[config.mk]
export PLATFORM = sky130hd
export DESIGN_NAME = texhist_top
export DESIGN_NICKNAME = d
export VERILOG_FILES = /design/src/logic/texhist_pkg.sv /design/src/logic/axil_regs.sv /design/src/logic/frame_ctrl.sv /design/src/logic/pixel_position.sv /design/src/logic/pattern_coder.sv /design/src/logic/joint_histogram.sv /design/src/logic/texhist_top.sv
export SDC_FILE = /design/constraint.sdc
export NUM_CORES = 1
export LEC_CHECK = 0
export BUFFER_PORTS_ARGS = -buffer_cell sky130_fd_sc_hd__buf_2
export CORE_MARGIN = 3
export CORE_UTILIZATION = 50
export CTS_BUF_LIST = sky130_fd_sc_hd__clkbuf_16
export DETAILED_ROUTE_END_ITERATION = 12
export GPL_ROUTABILITY_DRIVEN = 1
export PLACE_DENSITY_LB_ADDON = 0.25
export REMOVE_ABC_BUFFERS = 1
export SLEW_MARGIN = 10
export SYNTH_ARGS = -nofsm -noshare
export SYNTH_HDL_FRONTEND = slang
export SYNTH_SLANG_ARGS = --single-unit
[constraint.sdc]
create_clock -name clk -period 9.4 [get_ports clk]
set_input_delay 2.82 -clock clk [delete_from_list [all_inputs] [get_ports clk]]
set_output_delay 2.82 -clock clk [all_outputs]
set_load 0.01 [all_outputs]
[src/logic/texhist_pkg.sv]
package texhist_pkg;

    // ####################################################################
    // frame and descriptor geometry
    // ####################################################################
    localparam int FRAME_COLS   = 8;
    localparam int FRAME_ROWS   = 8;
    localparam int FRAME_PIXELS = FRAME_COLS * FRAME_ROWS;
    localparam int WIN_RADIUS   = 2;
    localparam int WIN_TAPS     = 2 * WIN_RADIUS + 1;
    // each value of the center bit owns WIN_TAPS possible neighbor counts
    localparam int NUM_BINS     = 2 * WIN_TAPS;
    localparam int DRAIN_CYCLES = 2;

    typedef logic [7:0]  pixel_t;
    typedef logic [15:0] count_t;
    typedef logic [3:0]  bin_idx_t;
    typedef logic [2:0]  col_t;
    typedef logic [2:0]  row_t;
    typedef logic [7:0]  axil_addr_t;
    typedef logic [31:0] axil_data_t;

    typedef enum logic [2:0] {
        IDLE,
        CLEAR,
        ACCUM,
        DRAIN,
        DONE
    } ctrl_state_t;

    typedef struct packed {
        pixel_t pixel;
        logic   last_in_row;
    } pix_beat_t;

    typedef struct packed {
        logic     valid;
        bin_idx_t bin;
    } hist_incr_t;

    // ####################################################################
    // register map
    // ####################################################################
    localparam axil_addr_t REG_CTRL     = 8'h00;
    localparam axil_addr_t REG_THRESH   = 8'h04;
    localparam axil_addr_t REG_STATUS   = 8'h08;
    localparam axil_addr_t REG_BIN_BASE = 8'h40;

    localparam logic [1:0] RESP_OKAY   = 2'b00;
    localparam logic [1:0] RESP_SLVERR = 2'b10;

endpackage

[src/logic/axil_regs.sv]
`timescale 1ns/1ps

module axil_regs (
    input  logic                    clk,
    input  logic                    rst_n,
    input  texhist_pkg::axil_addr_t s_axil_awaddr_i,
    input  logic                    s_axil_awvalid_i,
    output logic                    s_axil_awready_o,
    input  texhist_pkg::axil_data_t s_axil_wdata_i,
    input  logic [3:0]              s_axil_wstrb_i,
    input  logic                    s_axil_wvalid_i,
    output logic                    s_axil_wready_o,
    output logic [1:0]              s_axil_bresp_o,
    output logic                    s_axil_bvalid_o,
    input  logic                    s_axil_bready_i,
    input  texhist_pkg::axil_addr_t s_axil_araddr_i,
    input  logic                    s_axil_arvalid_i,
    output logic                    s_axil_arready_o,
    output texhist_pkg::axil_data_t s_axil_rdata_o,
    output logic [1:0]              s_axil_rresp_o,
    output logic                    s_axil_rvalid_o,
    input  logic                    s_axil_rready_i,
    input  logic                    busy_i,
    input  logic                    done_i,
    input  texhist_pkg::count_t     bin_count_i,
    output logic                    start_o,
    output texhist_pkg::pixel_t     thresh_o,
    output texhist_pkg::bin_idx_t   bin_rd_idx_o
);
    import texhist_pkg::*;

    logic       aw_held_q;
    logic       w_held_q;
    axil_addr_t awaddr_q;
    axil_data_t wdata_q;
    logic [3:0] wstrb_q;
    logic       aw_hs;
    logic       w_hs;
    logic       wr_fire;
    axil_addr_t wr_addr;
    axil_data_t wr_data;
    logic [3:0] wr_strb;
    logic       ar_hs;
    axil_addr_t bin_off;
    logic       bin_hit;
    axil_data_t rd_data;
    logic [1:0] rd_resp;

    // ####################################################################
    // write path
    // ####################################################################

    // address and data may arrive in either order and a held channel waits for the other
    assign s_axil_awready_o = !aw_held_q && !s_axil_bvalid_o;
    assign s_axil_wready_o  = !w_held_q && !s_axil_bvalid_o;
    assign aw_hs   = s_axil_awvalid_i && s_axil_awready_o;
    assign w_hs    = s_axil_wvalid_i && s_axil_wready_o;
    assign wr_fire = (aw_held_q || aw_hs) && (w_held_q || w_hs);
    assign wr_addr = aw_held_q ? awaddr_q : s_axil_awaddr_i;
    assign wr_data = w_held_q ? wdata_q : s_axil_wdata_i;
    assign wr_strb = w_held_q ? wstrb_q : s_axil_wstrb_i;

    always_ff @(posedge clk) begin
        if (aw_hs) begin
            awaddr_q <= s_axil_awaddr_i;
        end
        if (w_hs) begin
            wdata_q <= s_axil_wdata_i;
            wstrb_q <= s_axil_wstrb_i;
        end
    end

    always_ff @(posedge clk) begin
        if (!rst_n) begin
            aw_held_q       <= 1'b0;
            w_held_q        <= 1'b0;
            s_axil_bvalid_o <= 1'b0;
            s_axil_bresp_o  <= RESP_OKAY;
            start_o         <= 1'b0;
            thresh_o        <= '0;
        end else begin
            start_o <= 1'b0;
            if (wr_fire) begin
                aw_held_q       <= 1'b0;
                w_held_q        <= 1'b0;
                s_axil_bvalid_o <= 1'b1;
                s_axil_bresp_o  <= RESP_OKAY;
                case (wr_addr)
                    REG_CTRL:   start_o <= wr_strb[0] && wr_data[0];
                    REG_THRESH: begin
                        if (wr_strb[0]) begin
                            thresh_o <= wr_data[7:0];
                        end
                    end
                    default:    s_axil_bresp_o <= RESP_SLVERR;
                endcase
            end else begin
                if (aw_hs) begin
                    aw_held_q <= 1'b1;
                end
                if (w_hs) begin
                    w_held_q <= 1'b1;
                end
            end
            if (s_axil_bvalid_o && s_axil_bready_i) begin
                s_axil_bvalid_o <= 1'b0;
            end
        end
    end

    // ####################################################################
    // read path
    // ####################################################################
    assign s_axil_arready_o = !s_axil_rvalid_o;
    assign ar_hs   = s_axil_arvalid_i && s_axil_arready_o;
    assign bin_off = s_axil_araddr_i - REG_BIN_BASE;
    assign bin_hit = (s_axil_araddr_i >= REG_BIN_BASE) && (bin_off[1:0] == 2'b00)
                     && (bin_off[7:2] < 6'(NUM_BINS));
    // the histogram answers in the same cycle, so the index comes straight off araddr
    assign bin_rd_idx_o = bin_off[5:2];

    always_comb begin
        rd_data = '0;
        rd_resp = RESP_OKAY;
        case (s_axil_araddr_i)
            REG_CTRL:   rd_data = '0;
            REG_THRESH: rd_data = axil_data_t'(thresh_o);
            REG_STATUS: rd_data = {30'd0, done_i, busy_i};
            default: begin
                if (bin_hit) begin
                    rd_data = axil_data_t'(bin_count_i);
                end else begin
                    rd_resp = RESP_SLVERR;
                end
            end
        endcase
    end

    always_ff @(posedge clk) begin
        if (ar_hs) begin
            s_axil_rdata_o <= rd_data;
            s_axil_rresp_o <= rd_resp;
        end
    end

    always_ff @(posedge clk) begin
        if (!rst_n) begin
            s_axil_rvalid_o <= 1'b0;
        end else if (ar_hs) begin
            s_axil_rvalid_o <= 1'b1;
        end else if (s_axil_rready_i) begin
            s_axil_rvalid_o <= 1'b0;
        end
    end

endmodule

[src/logic/frame_ctrl.sv]
`timescale 1ns/1ps

module frame_ctrl (
    input  logic clk,
    input  logic rst_n,
    input  logic start_i,
    input  logic clear_last_i,
    input  logic frame_last_i,
    output logic clear_en_o,
    output logic accum_en_o,
    output logic busy_o,
    output logic done_o
);
    import texhist_pkg::*;

    ctrl_state_t state_q;
    ctrl_state_t state_d;
    logic [1:0]  drain_cnt_q;

    always_comb begin
        state_d = state_q;
        case (state_q)
            // a start during CLEAR, ACCUM or DRAIN has no effect
            IDLE, DONE: begin
                if (start_i) begin
                    state_d = CLEAR;
                end
            end
            CLEAR: begin
                if (clear_last_i) begin
                    state_d = ACCUM;
                end
            end
            ACCUM: begin
                if (frame_last_i) begin
                    state_d = DRAIN;
                end
            end
            DRAIN: begin
                if (drain_cnt_q == '0) begin
                    state_d = DONE;
                end
            end
            default: state_d = IDLE;
        endcase
    end

    always_ff @(posedge clk) begin
        if (!rst_n) begin
            state_q     <= IDLE;
            drain_cnt_q <= '0;
        end else begin
            state_q <= state_d;
            // the last increment is still two stages deep when DRAIN is entered
            if (state_q == ACCUM) begin
                drain_cnt_q <= 2'(DRAIN_CYCLES - 1);
            end else if (state_q == DRAIN && drain_cnt_q != '0) begin
                drain_cnt_q <= drain_cnt_q - 2'd1;
            end
        end
    end

    assign clear_en_o = (state_q == CLEAR);
    assign accum_en_o = (state_q == ACCUM);
    assign busy_o     = (state_q == CLEAR) || (state_q == ACCUM) || (state_q == DRAIN);
    assign done_o     = (state_q == DONE);

endmodule

[src/logic/pixel_position.sv]
`timescale 1ns/1ps

module pixel_position (
    input  logic                   clk,
    input  logic                   rst_n,
    input  logic                   accept_i,
    input  texhist_pkg::pixel_t    pixel_i,
    input  logic                   clear_en_i,
    output texhist_pkg::pix_beat_t beat_o,
    output logic                   beat_valid_o,
    output texhist_pkg::bin_idx_t  clear_addr_o,
    output logic                   clear_last_o,
    output logic                   frame_last_o
);
    import texhist_pkg::*;

    col_t       col_q;
    row_t       row_q;
    logic [5:0] pix_idx;

    // row and column read together as one linear index into the frame
    assign pix_idx      = {row_q, col_q};
    // during clear the same counters walk the bins
    assign clear_addr_o = bin_idx_t'(pix_idx);
    assign clear_last_o = clear_en_i && (pix_idx == 6'(NUM_BINS - 1));
    assign frame_last_o = accept_i && (pix_idx == 6'(FRAME_PIXELS - 1));

    always_ff @(posedge clk) begin
        if (!rst_n) begin
            col_q        <= '0;
            row_q        <= '0;
            beat_valid_o <= 1'b0;
        end else begin
            beat_valid_o <= accept_i;
            if (clear_last_o || frame_last_o) begin
                col_q <= '0;
                row_q <= '0;
            end else if (accept_i || clear_en_i) begin
                if (col_q == col_t'(FRAME_COLS - 1)) begin
                    col_q <= '0;
                    row_q <= row_q + row_t'(1);
                end else begin
                    col_q <= col_q + col_t'(1);
                end
            end
        end
    end

    always_ff @(posedge clk) begin
        if (accept_i) begin
            beat_o.pixel       <= pixel_i;
            beat_o.last_in_row <= (col_q == col_t'(FRAME_COLS - 1));
        end
    end

endmodule

[src/logic/pattern_coder.sv]
`timescale 1ns/1ps

module pattern_coder (
    input  logic                    clk,
    input  logic                    rst_n,
    input  texhist_pkg::pix_beat_t  beat_i,
    input  logic                    beat_valid_i,
    input  texhist_pkg::pixel_t     thresh_i,
    output texhist_pkg::hist_incr_t incr_o
);
    import texhist_pkg::*;

    // older pixels of the window, index 0 is the most recent
    pixel_t     win_q [WIN_TAPS-1];
    pixel_t     taps  [WIN_TAPS];
    pixel_t     center;
    bin_idx_t   above;
    bin_idx_t   bin_d;
    bin_idx_t   bin_q;
    logic [2:0] fill_q;
    logic       valid_q;

    always_comb begin
        taps[0] = beat_i.pixel;
        for (int i = 1; i < WIN_TAPS; i++) begin
            taps[i] = win_q[i-1];
        end
        center = taps[WIN_RADIUS];
        above  = '0;
        for (int i = 0; i < WIN_TAPS; i++) begin
            if (i != WIN_RADIUS && taps[i] >= center) begin
                above = above + bin_idx_t'(1);
            end
        end
        bin_d = (center >= thresh_i) ? above + bin_idx_t'(WIN_TAPS) : above;
    end

    always_ff @(posedge clk) begin
        if (beat_valid_i) begin
            win_q[0] <= beat_i.pixel;
            for (int i = 1; i < WIN_TAPS - 1; i++) begin
                win_q[i] <= win_q[i-1];
            end
            bin_q <= bin_d;
        end
    end

    // fill saturates once the window holds a full row segment
    always_ff @(posedge clk) begin
        if (!rst_n) begin
            fill_q  <= '0;
            valid_q <= 1'b0;
        end else begin
            valid_q <= beat_valid_i && (fill_q == 3'(WIN_TAPS - 1));
            if (beat_valid_i) begin
                if (beat_i.last_in_row) begin
                    fill_q <= '0;
                end else if (fill_q != 3'(WIN_TAPS - 1)) begin
                    fill_q <= fill_q + 3'd1;
                end
            end
        end
    end

    assign incr_o.valid = valid_q;
    assign incr_o.bin   = bin_q;

endmodule

[src/logic/joint_histogram.sv]
`timescale 1ns/1ps

module joint_histogram (
    input  logic                    clk,
    input  logic                    rst_n,
    input  logic                    clear_en_i,
    input  texhist_pkg::bin_idx_t   clear_addr_i,
    input  texhist_pkg::hist_incr_t incr_i,
    input  texhist_pkg::bin_idx_t   rd_idx_i,
    output texhist_pkg::count_t     rd_count_o
);
    import texhist_pkg::*;

    count_t bins_q [NUM_BINS];

    always_ff @(posedge clk) begin
        if (!rst_n) begin
            for (int i = 0; i < NUM_BINS; i++) begin
                bins_q[i] <= '0;
            end
        end else if (clear_en_i) begin
            bins_q[clear_addr_i] <= '0;
        end else if (incr_i.valid) begin
            bins_q[incr_i.bin] <= bins_q[incr_i.bin] + count_t'(1);
        end
    end

    // indices past the last bin read as zero
    assign rd_count_o = (rd_idx_i < bin_idx_t'(NUM_BINS)) ? bins_q[rd_idx_i] : '0;

endmodule

[src/logic/texhist_top.sv]
`timescale 1ns/1ps

module texhist_top (
    input  logic                    clk,
    input  logic                    rst_n,
    input  texhist_pkg::axil_addr_t s_axil_awaddr_i,
    input  logic                    s_axil_awvalid_i,
    output logic                    s_axil_awready_o,
    input  texhist_pkg::axil_data_t s_axil_wdata_i,
    input  logic [3:0]              s_axil_wstrb_i,
    input  logic                    s_axil_wvalid_i,
    output logic                    s_axil_wready_o,
    output logic [1:0]              s_axil_bresp_o,
    output logic                    s_axil_bvalid_o,
    input  logic                    s_axil_bready_i,
    input  texhist_pkg::axil_addr_t s_axil_araddr_i,
    input  logic                    s_axil_arvalid_i,
    output logic                    s_axil_arready_o,
    output texhist_pkg::axil_data_t s_axil_rdata_o,
    output logic [1:0]              s_axil_rresp_o,
    output logic                    s_axil_rvalid_o,
    input  logic                    s_axil_rready_i,
    input  logic                    pixel_valid_i,
    input  texhist_pkg::pixel_t     pixel_i,
    output logic                    pixel_ready_o
);
    import texhist_pkg::*;

    logic       start;
    logic       busy;
    logic       done;
    logic       clear_en;
    logic       accum_en;
    logic       clear_last;
    logic       frame_last;
    logic       pixel_accept;
    logic       beat_valid;
    pixel_t     thresh;
    bin_idx_t   bin_rd_idx;
    bin_idx_t   clear_addr;
    count_t     bin_count;
    pix_beat_t  beat;
    hist_incr_t incr;

    // the controller state is the only back-pressure on the pixel stream
    assign pixel_ready_o = accum_en;
    assign pixel_accept  = pixel_valid_i && accum_en;

    axil_regs u_regs (
        .*,
        .busy_i       (busy),
        .done_i       (done),
        .bin_count_i  (bin_count),
        .start_o      (start),
        .thresh_o     (thresh),
        .bin_rd_idx_o (bin_rd_idx)
    );

    frame_ctrl u_ctrl (
        .clk,
        .rst_n,
        .start_i      (start),
        .clear_last_i (clear_last),
        .frame_last_i (frame_last),
        .clear_en_o   (clear_en),
        .accum_en_o   (accum_en),
        .busy_o       (busy),
        .done_o       (done)
    );

    pixel_position u_pos (
        .clk,
        .rst_n,
        .accept_i     (pixel_accept),
        .pixel_i      (pixel_i),
        .clear_en_i   (clear_en),
        .beat_o       (beat),
        .beat_valid_o (beat_valid),
        .clear_addr_o (clear_addr),
        .clear_last_o (clear_last),
        .frame_last_o (frame_last)
    );

    pattern_coder u_coder (
        .clk,
        .rst_n,
        .beat_i       (beat),
        .beat_valid_i (beat_valid),
        .thresh_i     (thresh),
        .incr_o       (incr)
    );

    joint_histogram u_hist (
        .clk,
        .rst_n,
        .clear_en_i   (clear_en),
        .clear_addr_i (clear_addr),
        .incr_i       (incr),
        .rd_idx_i     (bin_rd_idx),
        .rd_count_o   (bin_count)
    );

endmodule

# Word-level counts from Yosys, hierarchy flattened
# Memory sizes are Yosys's and may differ from the RTL's. A register that Yosys moved wholly into a read port is not among the register bits.
# Index checks and enable logic that the tools add are counted.
# word_totals
in_bits,68
word_cells,150
regBits,95
memories,2
ram_bits,192
# memory_table
name,depth,word_bits,read_ports,rd_ports_with_merged_regs,wr,line,text
u_hist.bins_q,10,16,2,1,10,joint_histogram.sv:14,count_t bins_q [NUM_BINS];
u_coder.win_q,4,8,4,0,4,pattern_coder.sv:14,pixel_t win_q [WIN_TAPS-1];
# op_classes
n_eq_ne,16
bitwise_logic,1
order_cmp,8
n_reduce_logical,48
addsub,10
muxes,42
# ops
operator,count
$pmux 32 s3,1
$mux 16,4
$ge 8x8->1,5
$reduce_or 16->1,2
$mux 4,7
$mux 3,7
$mux 1,18
$add 16x1->16 const B,1
$eq 8x3->1 const B,2
$logic_not 8->1,2
$mux 8,2
$logic_and 1x1->1,15
$add 4x1->4 const B,3
$pmux 3 s4,1
$reduce_or 2->1,6
$add 3x1->3 const B,3
$eq 3x3->1 const B,3
$eq 8x4->1 const B,1
$ge 8x7->1 const B,1
$reduce_bool 2->1,4
$sub 8x7->8 const B,1
$eq 3x2->1 const B,2
$eq 6x4->1 const B,1
$eq 6x6->1 const B,1
18 further kinds,32

# Longest topological paths before layout
# Gate-level depths: netlist of run 1.
# An unclocked memory read counts as a cell.
# depth
word_depth,12
mapped_depth,15
depth_no_buf,15

# Hierarchy
# Synthesis of run 1 repeated with hierarchy kept, for this count alone.
# unflattened
hier_cells,1257
area_unflattened_um2,17978.5
# modules_own_cells
mod,seq_area_each_um2,n_inst,cells_per_inst,area_per_inst_um2
joint_histogram,7687.4,1,811,12450.7
pattern_coder,1161.1,1,188,2402.3
axil_regs,1301.2,1,172,2138.3
pixel_position,410.4,1,46,644.4
frame_ctrl,100.1,1,39,336.6
texhist_top,0.0,1,1,6.3

# Least setup slack after synthesis of run 1
# Ideal clock, no wire load.
# synth_timing
path_kind,in2reg
startpoint,input rst_n
endpoint,memory u_hist.bins_q[8][0] in the netlist's numbering (enable)
cell_stages,9
setup_slack_ns,4.202
arrival_time_ns,4.827
path_buffers,3
setup_ns,0.372
path_cell_list,clkbuf_1 o21ai_1 or2_2 buf_2 o32ai_2 nand2_1 or2_2 clkbuf_1 nand2_1
# synth_rtl
element,line,text
from (decl),texhist_top.sv:5,"input logic rst_n,"
to (decl),joint_histogram.sv:14,

==> results.yml, run 1 <==
status:
  status: "finished clean"
logic_synthesis:
  ys_seq_area_share_pct: 60.18
  async_flop_share_pct: 0
  syn_area_sq_um: 17850
  syn-mean-instance-area_sq_um: 14.48
  synth.distinct_cells: 76
  ys.flop_type: "edfxtp_1"
  synth_edf_count: 335
  syn_inst: 1233
  yosysWarnings: 0
  synth-seq-cells: 369
pwr:
  p_switching_uw: 759.6
  leakagePower_nw: 6.937
  seqPwrFrac_pct: 53.3
  total_power_mw: 3.486
  ir_drop_mv: 0.1318
  power_frac_comb_pct: 5.0
  power_frac_clock_pct: 41.6
  swShare_pct: 21.79
  p_int_mw: 2.727
  p_per_area_nw_per_um2: 177.7
timing:
  relSlewSlack_pct: 21.15
  finalCritPeriodShare_pct: 64.33
  fmax_mhz: 165.4
  rsz0062_at_grt: "no"
  finalHoldViolCount: 0
  tns_ns: 0
  hold_ws_ns: 0.4473
  worst_pin_slew_ns: 1.177
  setup_viol: 0
  fin_crit_ns: 6.047
  maxSlewViolCount: 0
  clock_skew_ns: 0.02726
drt:
  routed_wl_mm: 41.24
  drt_iter0_drc: 1048
  vias: 10660
  via_per_inst: 6.003
  post_drt_wl_per_cell_microns: 23.23
  drc: 0
  postRouteAntennaNets: 0
  drt-pass1-iter-count: 5
clocking:
  cts.sinks: 369
  ctsLongestPathBuffers: 3
  root_buffer: "clkbuf_16"
  hold_buffers: 0
  clk_pin_slew_ns: 0.06
  htreeDepth: 2
  post_cts_resized: 0
  clock_latency_ns: 0.54
  post_cts_buffers: 0
  numCtsBuffers: 40
  cts_tree: "built"
global_routing:
  track_usage_pct: 21.81
  grt_pass1_wl_mm: 64.03
  busiest_layer: "met2"
  use_met3_pct: 2.999
  antenna_found_initial: 0
  grt_pass1_vias: 10880
  met1_usage_pct: 29.25
  met2_usage_pct: 36.74
  grt_max_degree: 49
  gr-total-overflow: 0
layout:
  antennaDiodeCount: 0
  seqCellArea_sq_um: 10750
  final_common_cell: "edfxtp_1"
  multi_input_area_sq_um: 6550
  most-common-layout-cells: "edfxtp_1 (335), nor2_1 (205), mux4_2 (86)"
  fin_util_pct: 56.26
  fillers: 2743
  area_growth_syn_to_layout_pct: 9.947
  drive_gt1_share_pct: 20.08
  fin_nets: 1410
floorplan:
  ios: 110
  initial_core_util_pct: 51.17
  die_h_microns: 194.9
  rows: 68
  fp.coreArea_sq_um: 34880
  dieArea_sq_um: 38000
  die_w_microns: 194.9
setup_path:
  required_ns: 9.55
  start_kind: "primary input"
  crit_path_end_kind: "register"
  critPathMaxFanout: 36
  worstSetupPathType: "primary input to register"
  worstPathArrival_ns: 6.19
place:
  numPortBuffers: 64
  dp_hpwl_mm: 27.71
  place_congestion: 0.8462
run:
  maxCapViolCount: 0
min_path:
  worstHoldPathType: "register to register"
-- registers in the layout, summed over array words and instances, names as in the netlist, named ones only --
name	cells
u_ctrl.state_q	3
u_ctrl.drain_cnt_q	2
u_coder.fill_q	3
u_pos.beat_valid_o	1
u_regs.aw_held_q	1
u_regs.wstrb_q	1
u_regs.s_axil_bresp_o	1
u_regs.thresh_o	8
u_regs.s_axil_rdata_o	16
u_coder.win_q	32
u_coder.bin_q	4
u_pos.beat_o	9
u_regs.s_axil_bvalid_o	1
u_regs.s_axil_rvalid_o	1
u_regs.s_axil_rresp_o	1
u_regs.start_o	1
u_regs.w_held_q	1
u_coder.valid_q	1
u_hist.bins_q	256
u_regs.wdata_q	8
u_pos.col_q	3
u_regs.awaddr_q	8
u_pos.row_q	3
-- worst max-delay path, stage by stage --
cell,delay [ns]
buf_2,0.55
o21ai_1,0.21
nor2_1,0.72
nand2_1,0.16
o21ai_0,0.60
nand2_1,0.34
nand2_1,0.77
-- Yosys cell counts (21+ instances only) --
cell | instances | area (sq um)
nand2_1 | 61 | 229.0
o21ai_0 | 30 | 150.1
dfxtp_1 | 34 | 680.7
a22oi_1 | 26 | 195.2
inv_1 | 38 | 142.6
ha_1 | 52 | 650.6
buf_4 | 21 | 157.7
clkbuf_1 | 26 | 97.59
nor2b_1 | 22 | 137.6
mux4_2 | 86 | 1937
mux2i_1 | 45 | 450.4
edfxtp_1 | 335 | 10060
nor2_1 | 205 | 769.5
-- per-layer routing --
layer,share of wire [%],up-vias
li1,-,4788
met1,41,5366
met2,50,410
met3,6.0,91
met4,3.7,0
met5,0,-
-- final timing paths --
path                                                    startpoint                                 end  slack, ns  depth (start not counted)
worst max-delay path                                         rst_n   u_hist.bins_q[7][4]$_SDFFCE_PN0P_       3.35                          7
worst min-delay path            u_ctrl.drain_cnt_q[0]$_SDFFE_PN0P_  u_ctrl.drain_cnt_q[0]$_SDFFE_PN0P_       0.45                          1
worst max register to register                            register      u_hist.bins_q[14][6]$_DFFE_PP_       4.95                         10
worst min register to register  u_ctrl.drain_cnt_q[0]$_SDFFE_PN0P_  u_ctrl.drain_cnt_q[0]$_SDFFE_PN0P_       0.45                          1
-- power groups by stage --
stage,Combinational (mW),Clock (mW),Sequential (mW)
floorplan,0.104,0,1.89
finish,0.176,1.45,1.86
global placement,0.175,0,1.89
global route,0.188,1.54,1.86
CTS,0.177,1.47,1.86
detailed placement,0.176,0,1.89
-- area by class of cell --
class                   instances  area share [%]
flip-flops and latches        369           54.76
multi-input cells             765           33.38
clock buffers                  41           5.228
well taps                     455           2.901
repair buffers                 75           2.066
clock inverters                31          0.9181
inverters                      39          0.7460
-- cell families (layout without fill, tap and decap cells) --
| logic type | after synthesis | count (layout) | share of synthesized area, % |
|---|---|---|---|
| compound gates | 143 | 143 | 5.678 |
| xor+xnor | 20 | 20 | 1.528 |
| fa+ha+maj | 52 | 52 | 3.645 |
| buf+inv | 116 | 186 | 3.533 |
| flops | 369 | 369 | 60.18 |
| mux | 154 | 154 | 15.51 |
| other cells | 1 | 18 | 0.02101 |
| simple gates | 378 | 378 | 9.905 |
-- metrics by stage --
stage	worst slack (ns)	area, sq um	instances
2_1_floorplan	4.137	17430	1173
5_1_grt	3.018	19620	1775
4_1_cts	3.405	19620	1775
3_5_place_dp	2.853	18420	1703
6_report	3.353	19620	1775
3_3_place_gp	2.947	18420	1703
Note: power is estimated with default switching activity, not from simulation.
==> run 2, diff against run 1 <==
==> constraint.sdc (replaced) <==
create_clock -name clk -period 5.7 [get_ports clk]
set_input_delay 1.71 -clock clk [delete_from_list [all_inputs] [get_ports clk]]
set_output_delay 1.71 -clock clk [all_outputs]
set_load 0.01 [all_outputs]
==> results.yml, run 2 (same netlist as run 1, synthesis figures left out) <==
status:
  status: "finished clean"
setup_path:
  worstSetupPathType: "register to register"
  worstPathArrival_ns: 4.13
  crit_path_end_kind: "register"
  critPathMaxFanout: 31
  r2r_setup_slack_ns: 1.77
  cp_slowest_cell: "dfxtp_4"
  path_common_cell: "nand2_1"
  start_kind: "register"
  r2r_cells: 9
  r2r-end: "u_hist.bins_q[9][6]$_DFFE_PP_"
  critPathMaxStageDelay_ns: 0.77
  required_ns: 5.90
  path_cells: "buf_4, mux4_2, a22oi_1, nand2_1, nand2_1, nor2_1, nand2_1, xor2_1, nor2_1"
place:
  numPortBuffers: 64
  place_area_sq_um: 18450
  dp_hpwl_mm: 28.45
  place_congestion: 0.8811
layout:
  fin_util_pct: 56.84
  largest_reg_flops: 256
  fillers: 2745
  area_growth_syn_to_layout_pct: 11.08
  final_common_cell: "edfxtp_1"
  drive_gt1_share_pct: 20.59
  finalInstanceArea_sq_um: 19830
  reg_top3: "u_hist.bins_q x256, u_coder.win_q x32, u_regs.s_axil_rdata_o x16"
  antennaDiodeCount: 0
  largest_register: "u_hist.bins_q"
  most-common-layout-cells: "edfxtp_1 (335), nor2_1 (205), mux4_2 (86)"
  fin_nets: 1414
timing:
  relSlewSlack_pct: 20.23
  setup_viol: 0
  finalCritPeriodShare_pct: 68.86
  finalHoldViolCount: 0
  tns_ns: 0
  fin_crit_ns: 3.925
  hold_ws_ns: 0.4494
  fmax_mhz: 254.8
  worst_pin_slew_ns: 1.191
  rsz0062_at_grt: "no"
  maxSlewViolCount: 0
  clock_skew_ns: 0.01635
drt:
  drt-pass1-iter-count: 5
  routed_wl_mm: 41.47
  vias: 10730
  drc: 0
  post_drt_wl_per_cell_microns: 23.28
  drt_iter0_drc: 1015
  via_per_inst: 6.027
  postRouteAntennaNets: 0
min_path:
  hold-path-endpoint: "u_ctrl.drain_cnt_q[0]$_SDFFE_PN0P_"
  whs_path_depth: 1
  hold_start: "u_ctrl.drain_cnt_q[0]$_SDFFE_PN0P_"
  worstHoldPathType: "register to register"
clocking:
  numCtsBuffers: 40
  htreeDepth: 2
  post_cts_resized: 0
  clock_latency_ns: 0.54
  clk_pin_slew_ns: 0.06
  post_cts_buffers: 0
  cts_tree: "built"
  cts.sinks: 369
  hold_buffers: 0
  ctsLongestPathBuffers: 3
  root_buffer: "clkbuf_16"
global_routing:
  grt_pass1_wl_mm: 64.00
  antenna_found_initial: 0
  grt_pass1_vias: 10860
  gr-total-overflow: 0
  grt_max_degree: 47
  track_usage_pct: 21.94
floorplan:
  die_w_microns: 194.9
  ios: 110
  fp.coreArea_sq_um: 34880
  initial_core_util_pct: 51.17
  dieArea_sq_um: 38000
  die_h_microns: 194.9
  rows: 68
run:
  maxCapViolCount: 0
pwr:
  leakagePower_nw: 7.024
  p_per_area_nw_per_um2: 305.1
  total_power_mw: 6.049
  ir_drop_mv: 0.2028
==> run 2: cell count changes in the layout (fill, tap and decap cells not counted), sizes merged <==
cell,previous run,this run
bufinv,1,7
inv,56,47
clkinvlp,2,0
clkinv,11,17
buf,75,79
clkbuf,41,42
==> run 2: layout make-up <==
cell class | instances | area [sq um] | area share (%)
Timing Repair Buffer | 79 | 435.4 | 2.196
Sequential cell | 369 | 10750 | 54.20
Multi-Input combinational cell | 765 | 6550 | 33.04
Clock buffer | 42 | 1051 | 5.301
Inverter | 39 | 146.4 | 0.7384
Tap cell | 455 | 569.3 | 2.871
Clock inverter | 32 | 327.8 | 1.653
==> run 2: power by group <==
part           internal [mW]  switching, mW
clock network           1.65           1.04
registers               3.02         0.0460
logic                  0.124          0.169
total                   4.79           1.25
==> run 2: metrics by stage <==
step	instances	setup WS, ns
floorplan	1173	0.4365
global placement	1707	1.329
detailed placement	1707	1.270
CTS	1781	1.721
global route	1781	1.460
finish	1781	1.775
==> run 2: worst max-delay path by stage <==
stage	end	startpoint	slack (ns)
after detailed placement	u_hist.bins_q[7][13]$_SDFFCE_PN0P_	rst_n	1.27
after floorplan	u_hist.bins_q[10][12]$_DFFE_PP_	register	0.44
final	u_hist.bins_q[9][6]$_DFFE_PP_	register	1.77
after global placement	u_hist.bins_q[2][12]$_SDFFCE_PN0P_	rst_n	1.33
after CTS	u_hist.bins_q[10][6]$_DFFE_PP_	register	1.72
after global routing	u_hist.bins_q[14][12]$_DFFE_PP_	register	1.46
==> run 2: worst max-delay path, delay by kind of cell, from the launching register on <==
kind            cells  cell delay, ns
mux                 1            0.62
xor+xnor            1            0.68
simple gates        5            0.75
compound gates      1            0.21
buf+inv             1            0.54
flops               1            0.77
==> run 2: layer usage <==
layer	vias to the layer above	part of all wire (%)	wire (microns)	track usage [%]
li1	4798	-	-	-
met1	5429	40	16700	29.34
met2	410	50	20740	36.81
met3	97	5.8	2388	2.877
met4	0	3.9	1637	8.635
met5	-	0	0	0
